[src/erx_pkg.sv]
package erx_pkg;

   // mesh packet layout
   localparam int pkt_w    = 104;   // one mesh word
   localparam int addr_w   = 32;
   localparam int addr_lsb = 8;     // destination address field
   localparam int addr_msb = 39;
   localparam int wr_bit   = 1;     // write flag in control byte

   // static remap covers the top of the address
   localparam int sel_w = 12;       // address bits 31..20

   // chip ID of this link
   localparam logic [11:0] elink_id = 12'h808;

   // column part of the ID, start of the local window
   localparam logic [5:0] col_id = elink_id[5:0];

   // shift for the dynamic compression term
   localparam int col_shift = $clog2(col_id);

   // remap rule, encoding 3 is handled as dynamic
   typedef enum logic [1:0] {
      remap_none    = 2'd0,
      remap_static  = 2'd1,
      remap_dynamic = 2'd2
   } remap_mode_e;

   // configuration register map
   typedef enum logic [1:0] {
      cfg_mode    = 2'd0,
      cfg_sel     = 2'd1,
      cfg_pattern = 2'd2,
      cfg_base    = 2'd3
   } cfg_addr_e;

endpackage

[src/erx_remap_cfg.sv]
`timescale 1ns/100ps

module erx_remap_cfg
   import erx_pkg::*;
(
   input  logic               clk,
   input  logic               reset,

   // register write port
   input  logic               cfg_write,
   input  cfg_addr_e          cfg_addr,
   input  logic [31:0]        cfg_wdata,

   // remap configuration
   output remap_mode_e        remap_mode,
   output logic [sel_w-1:0]   remap_sel,
   output logic [sel_w-1:0]   remap_pattern,
   output logic [addr_w-1:0]  remap_base
);

   // one register per strobe, all cleared on reset
   always_ff @(posedge clk) begin
      if (reset) begin
         remap_mode    <= remap_none;   // pass-through after reset
         remap_sel     <= '0;
         remap_pattern <= '0;
         remap_base    <= '0;
      end else if (cfg_write) begin
         case (cfg_addr)
            cfg_mode: begin
               // code 3 is kept as written
               remap_mode <= remap_mode_e'(cfg_wdata[1:0]);
            end
            cfg_sel: begin
               remap_sel <= cfg_wdata[sel_w-1:0];      // low bits only
            end
            cfg_pattern: begin
               remap_pattern <= cfg_wdata[sel_w-1:0];
            end
            cfg_base: begin
               remap_base <= cfg_wdata[addr_w-1:0];
            end
            default: begin
               remap_base <= remap_base;   // unknown address, hold
            end
         endcase
      end
   end

   // a write with an unknown address would leave the register choice undefined
   assert property (
      @(posedge clk) disable iff (reset)
      cfg_write |-> !$isunknown(cfg_addr)
   ) else $error("cfg_addr unknown during cfg_write");

endmodule

[src/erx_remap_decode.sv]
`timescale 1ns/100ps

module erx_remap_decode
   import erx_pkg::*;
(
   // packet offered by the arbiter
   input  logic [pkt_w-1:0]   packet_in,

   // back-pressure per direction
   input  logic               rd_wait,
   input  logic               wr_wait,

   // decoded fields
   output logic [addr_w-1:0]  addr_in,
   output logic               advance
);

   logic write_in;
   logic read_in;

   // destination address field
   assign addr_in = packet_in[addr_msb:addr_lsb];

   // direction from the control byte
   assign write_in = packet_in[wr_bit];
   assign read_in  = ~packet_in[wr_bit];   // no other packet types here

   // only the wait of this packet's own direction matters,
   // so a blocked read never holds back a write and the
   // other way round
   // advance is formed even when access_in is low, the
   // output register then just loads the idle packet
   always_comb begin
      advance = 1'b0;
      if (write_in) begin
         advance = ~wr_wait;
      end
      if (read_in) begin
         advance = ~rd_wait;
      end
   end

endmodule

[src/erx_remap_execute.sv]
`timescale 1ns/100ps

module erx_remap_execute
   import erx_pkg::*;
(
   input  logic               clk,
   input  logic               reset,

   // address from decode
   input  logic [addr_w-1:0]  addr_in,

   // configuration
   input  remap_mode_e        remap_mode,
   input  logic [sel_w-1:0]   remap_sel,
   input  logic [sel_w-1:0]   remap_pattern,
   input  logic [addr_w-1:0]  remap_base,

   // rewritten address to the output register
   output logic [addr_w-1:0]  remap_addr
);

   logic [addr_w-1:0] static_addr;
   logic [addr_w-1:0] dynamic_addr;
   logic [addr_w-1:0] col_start;   // first address of this link's window
   logic [addr_w-1:0] col_adj;     // compression term

   // static rule
   // pattern bits where selected, address bits elsewhere
   assign static_addr[addr_w-1:addr_w-sel_w] =
      (remap_sel & remap_pattern) |
      (~remap_sel & addr_in[addr_w-1:addr_w-sel_w]);
   assign static_addr[addr_w-sel_w-1:0] = addr_in[addr_w-sel_w-1:0];

   // dynamic rule
   // move the window to zero, add the base, then squeeze out the
   // gap left by the row bits
   assign col_start = {{(sel_w-6){1'b0}}, col_id, {(addr_w-sel_w){1'b0}}};
   assign col_adj   = addr_w'(addr_in[addr_w-1:addr_w-6]) << col_shift;

   assign dynamic_addr = addr_in - col_start + remap_base - col_adj;   // mod 2^32

   // rule select
   always_comb begin
      case (remap_mode)
         remap_none: begin
            remap_addr = addr_in;
         end
         remap_static: begin
            remap_addr = static_addr;
         end
         default: begin
            remap_addr = dynamic_addr;   // 2 and 3
         end
      endcase
   end

   // pass-through mode leaves the address alone
   assert property (
      @(posedge clk) disable iff (reset)
      (remap_mode == remap_none) |-> (remap_addr == addr_in)
   ) else $error("remap_addr differs from addr_in in remap_none");

endmodule

[src/erx_remap_result.sv]
`timescale 1ns/100ps

module erx_remap_result
   import erx_pkg::*;
(
   input  logic               clk,
   input  logic               reset,

   input  logic               advance,      // from decode
   input  logic               access_in,
   input  logic [pkt_w-1:0]   packet_in,
   input  logic [addr_w-1:0]  remap_addr,   // from execute

   // toward the on-chip mesh
   output logic               access_out,
   output logic [pkt_w-1:0]   packet_out
);

   logic [pkt_w-1:0] packet_new;

   // original packet with the address field swapped
   assign packet_new = {packet_in[pkt_w-1:addr_msb+1],
                        remap_addr,
                        packet_in[addr_lsb-1:0]};

   // access strobe, held while the direction is blocked
   always_ff @(posedge clk) begin
      if (reset) begin
         access_out <= 1'b0;
      end else if (advance) begin
         access_out <= access_in;
      end
   end

   // packet payload
   always_ff @(posedge clk) begin
      if (advance) begin
         packet_out <= packet_new;
      end
   end

   // under wait the outputs freeze, nothing is captured or dropped
   assert property (
      @(posedge clk) disable iff (reset)
      !advance |=> ($stable(access_out) && $stable(packet_out))
   ) else $error("outputs changed after a cycle with advance low");

endmodule

[src/erx_remap_top.sv]
`timescale 1ns/100ps

module erx_remap_top
   import erx_pkg::*;
(
   input  logic               clk,
   input  logic               reset,

   // from the link arbiter
   input  logic               access_in,
   input  logic [pkt_w-1:0]   packet_in,

   // downstream back-pressure
   input  logic               rd_wait,
   input  logic               wr_wait,

   // configuration write port
   input  logic               cfg_write,
   input  cfg_addr_e          cfg_addr,
   input  logic [31:0]        cfg_wdata,

   // to the on-chip mesh
   output logic               access_out,
   output logic [pkt_w-1:0]   packet_out
);

   remap_mode_e        remap_mode;
   logic [sel_w-1:0]   remap_sel;
   logic [sel_w-1:0]   remap_pattern;
   logic [addr_w-1:0]  remap_base;
   logic [addr_w-1:0]  addr_in;
   logic [addr_w-1:0]  remap_addr;
   logic               advance;

   erx_remap_cfg i_cfg (
      .clk           (clk),
      .reset         (reset),
      .cfg_write     (cfg_write),
      .cfg_addr      (cfg_addr),
      .cfg_wdata     (cfg_wdata),
      .remap_mode    (remap_mode),
      .remap_sel     (remap_sel),
      .remap_pattern (remap_pattern),
      .remap_base    (remap_base)
   );

   erx_remap_decode i_decode (
      .packet_in (packet_in),
      .rd_wait   (rd_wait),
      .wr_wait   (wr_wait),
      .addr_in   (addr_in),
      .advance   (advance)
   );

   erx_remap_execute i_execute (
      .clk           (clk),
      .reset         (reset),
      .addr_in       (addr_in),
      .remap_mode    (remap_mode),
      .remap_sel     (remap_sel),
      .remap_pattern (remap_pattern),
      .remap_base    (remap_base),
      .remap_addr    (remap_addr)
   );

   erx_remap_result i_result (
      .clk        (clk),
      .reset      (reset),
      .advance    (advance),
      .access_in  (access_in),
      .packet_in  (packet_in),
      .remap_addr (remap_addr),
      .access_out (access_out),
      .packet_out (packet_out)
   );

endmodule

[config.mk]
export PLATFORM = sky130hd
export DESIGN_NAME = erx_remap_top
export DESIGN_NICKNAME = d
export VERILOG_FILES = /design/src/erx_pkg.sv /design/src/erx_remap_cfg.sv /design/src/erx_remap_decode.sv /design/src/erx_remap_execute.sv /design/src/erx_remap_result.sv /design/src/erx_remap_top.sv
export SDC_FILE = /design/constraint.sdc
export NUM_CORES = 1
export LEC_CHECK = 0
export BUFFER_PORTS_ARGS = -buffer_cell sky130_fd_sc_hd__clkbuf_2
export CAP_MARGIN = 20
export CORE_ASPECT_RATIO = 2
export CORE_MARGIN = 10
export CORE_UTILIZATION = 49
export CTS_BUF_LIST = sky130_fd_sc_hd__clkbuf_8
export DETAILED_ROUTE_END_ITERATION = 10
export HOLD_SLACK_MARGIN = 0.08
export PLACE_DENSITY = 0.85
export SLEW_MARGIN = 30
export SYNTH_ARGS = -nofsm -noshare
export SYNTH_HDL_FRONTEND = slang
export SYNTH_SLANG_ARGS = --single-unit
[constraint.sdc]
create_clock -name clk -period 6.4 [get_ports clk]
set_input_delay 0.32 -clock clk [delete_from_list [all_inputs] [get_ports clk]]
set_output_delay 0.32 -clock clk [all_outputs]
set_load 0.01 [all_outputs]
==> reports/metrics.yaml <==
run_status: "finished clean"
hold_bufs_inserted_after_cts: 97
ir_worst_vdd_mv: 0.174
antenna_found_initial: 0
timing.fmax_ghz: 0.301
rsz_0062_raised_after_global_routing: "false"
total_leakage_power_nw: 5.06
clock_path_buffers: 2
cts_made_buffers: 17
post_drt_via_cell_ratio: 5.32
tightest_slew_ps: 914
seqPwrFrac_pct: 46.2
die_h_um: 206
clock_tree.root_cell: "sky130_fd_sc_hd__clkbuf_8"
post_cts_resized: 0
worst_hold_startpoint: "cfg_wdata[5]"
syn_nets: 1080
drt_drc_violations_left: 0
fin_setup_tns_ps: 0
globalplace.congestion: 0.969
h_tree_levels: 4
fill_cells: 1441
final_clock_period_utilization_by_the_worst_path_pct: 52.0
p_comb_share_pct: 24.8
final_design_area_no_fill_sq_mm: 0.0113
start_kind: "flip-flop"
crit_start: "i_cfg.remap_base[14]"
worst_min_delay_path_category: "in2reg"
max-cap-violations: 0
synth_seq_cells: 163
critPathRequiredTime_ps: 6600
design.portCount: 249
r2r_startpoint: "i_cfg.remap_base[14]"
area_enclosed_by_the_die_boundary_sq_mm: 0.0234
layout.nets: 1415
final_period_minus_worst_setup_slack_ps: 3330
dieWidth_um: 113
critical_path.endpoint_type: "flip-flop"
drive_gt1_share_pct: 25.5
cts_sinks: 163
drt_pass1_iterations: 5
vias_in_the_first_global_route: 7787
synth_area_per_cell_sq_um: 9.97
drt_first_iter_violations: 433
slew_headroom_pct: 39.1
floorplan.initialDensity_pct: 49.5
worst_ep_arrival_time_ps: 3530
globalRouteTotalUtil_pct: 22.5
skew_ps: 9.38
clock_insertion_delay_worst_skew_ps: 470
wirelength_um: 26500
finalHoldViolations: 0
critical_path.max_fanout: 8
power.share.switching_pct: 31.0
insertedDiodeCount: 0
timing.final.setup_violations: 0
power_switching_uw: 828
wl_per_cell_um: 18.8
overflow: 0
powerDensity_mw_per_mm2: 237
power.share.clock_pct: 28.9
timing_max_transition_violations_final: 0
fp-row-count: 68
async_flop_share_pct: 0
maximum_number_of_pins_on_one_net_before_global_route_repair: 74
synth.cell_area_sq_mm: 0.00851
via_count: 7504
internal_power_mw: 1.85
grt_pass1_wl_um: 41100
core_area_sq_mm: 0.0172
place.port_buffers: 248
synth_ff_type: "sky130_fd_sc_hd__edfxtp_1"
tritoncts_clock_tree: "done"
cts_setup_buffers: 0
place_area_sq_mm: 0.00992
clk_pin_slew_ps: 90
number_of_distinct_library_cell_variants_in_the_gate_level_netlist_after_synthesis: 58
synth.yosys.warnings: 0
count_of_flip_flops_with_a_built_in_enable_after_synthesis: 104
detailed_place_hpwl_um: 20200
synth-seq-area-share_pct: 50.6
area_growth_pct: 32.8
setup_crit_path_kind: "reg2reg"
synth_cells: 853
drt.antenna.violating_nets: 0
## metal layers
| metal | global-route usage (%) | wire length (um) |
|---|---|---|
| met1 | 21.4 | 9020 |
| met2 | 42.9 | 14700 |
| met3 | 4.24 | 1400 |
| met4 | 13.3 | 1420 |
| met5 | 0 | 0 |
## sequential cells by signal (all words and copies together), names as in the netlist
| name | flops |
|---|---|
| i_result.access_out | 1 |
| i_cfg.remap_mode | 2 |
| i_cfg.remap_pattern | 12 |
| i_cfg.remap_base | 32 |
| i_cfg.remap_sel | 12 |
| i_result.packet_out | 104 |
## worst max-delay path, cell delays in order (launching register included)
cell,delay (ps)
sky130_fd_sc_hd__dfxtp_1,340
sky130_fd_sc_hd__inv_1,90
sky130_fd_sc_hd__ha_1,280
sky130_fd_sc_hd__inv_1,40
sky130_fd_sc_hd__ha_1,280
sky130_fd_sc_hd__ha_1,400
sky130_fd_sc_hd__a211oi_1,360
sky130_fd_sc_hd__o211a_1,220
sky130_fd_sc_hd__o31ai_1,100
sky130_fd_sc_hd__a31oi_1,220
sky130_fd_sc_hd__a32oi_2,160
sky130_fd_sc_hd__a2111oi_1,490
sky130_fd_sc_hd__a211oi_2,80
## placed cells by master, fill, tap and decap left out, types with 18 or more instances in the layout
cell type                       netlist  layout
sky130_fd_sc_hd__nand3_1             18      18
sky130_fd_sc_hd__ha_1                75      75
sky130_fd_sc_hd__clkbuf_2             0     247
sky130_fd_sc_hd__nor2_1              25      25
sky130_fd_sc_hd__inv_1              106     106
sky130_fd_sc_hd__dlygate4sd3_1        0      97
sky130_fd_sc_hd__nand2_1            154     154
sky130_fd_sc_hd__a21oi_1            105     105
sky130_fd_sc_hd__edfxtp_1           104     104
sky130_fd_sc_hd__dfxtp_1             59      59
## cells by family (layout without fill, tap and decap cells)
group,count (synthesis),count (layout),share of synthesized area [%]
muxes,21,21,2.62
DFF,163,163,50.6
and+or+nand+nor,237,237,11.9
adders and majority gates,83,83,12.9
xor gates and xnor gates,19,19,1.96
AOI/OAI and AO/OA,190,190,13.7
buffers and inverters,140,488,6.32
## final timing paths
check,depth (start not counted),endpoint,slack [ps]
min reg2reg,2,i_cfg.remap_base[17],460
max,12,i_result.packet_out[37],3070
max reg2reg,12,i_result.packet_out[37],3070
min,3,i_cfg.remap_pattern[5],100
## final cells by class
class / instances / area (sq um) / share of cell area, %
Timing Repair Buffer: 350 / 2250 / 19.9
Multi-Input combinational cell: 550 / 3680 / 32.6
Clock buffer: 17 / 234 / 2.07
Clock inverter: 15 / 170 / 1.51
Sequential cell: 163 / 4300 / 38.1
Tap cell: 210 / 263 / 2.33
Inverter: 106 / 398 / 3.52
## power groups by stage
stage / logic [mW] / clock network (mW) / registers, mW
after global routing: 0.731 / 0.833 / 1.24
after CTS: 0.663 / 0.789 / 1.24
after detailed placement: 0.610 / 0 / 1.26
final: 0.663 / 0.774 / 1.24
after global placement: 0.598 / 0 / 1.26
after floorplan: 0.349 / 0 / 1.30
## synthesized netlist by cell type (all sizes together) (11+ instances only)
cell,instances,area (sq um)
a21o,12,90.1
a21oi,106,534
clkbuf,25,93.8
dfxtp,59,1180
edfxtp,104,3120
ha,75,938
inv,106,398
mux2i,11,110
nand2,154,578
nand3,18,90.1
nor2,27,106
o21ai,21,105
xnor2,11,96.3
## metrics by stage
stage	cells	utilization [%]	hold WS, ps	power (mW)	setup WS [ps]
floorplan	853	-	419	1.65	4.25
global placement	1282	57.7	440	1.85	2960
detailed placement	1282	57.7	446	1.87	2910
CTS	1411	65.7	82.8	2.69	3100
global route	1411	65.7	103	2.81	2870
finish	1411	65.7	104	2.67	3070
(Power assumes the default switching activity.)
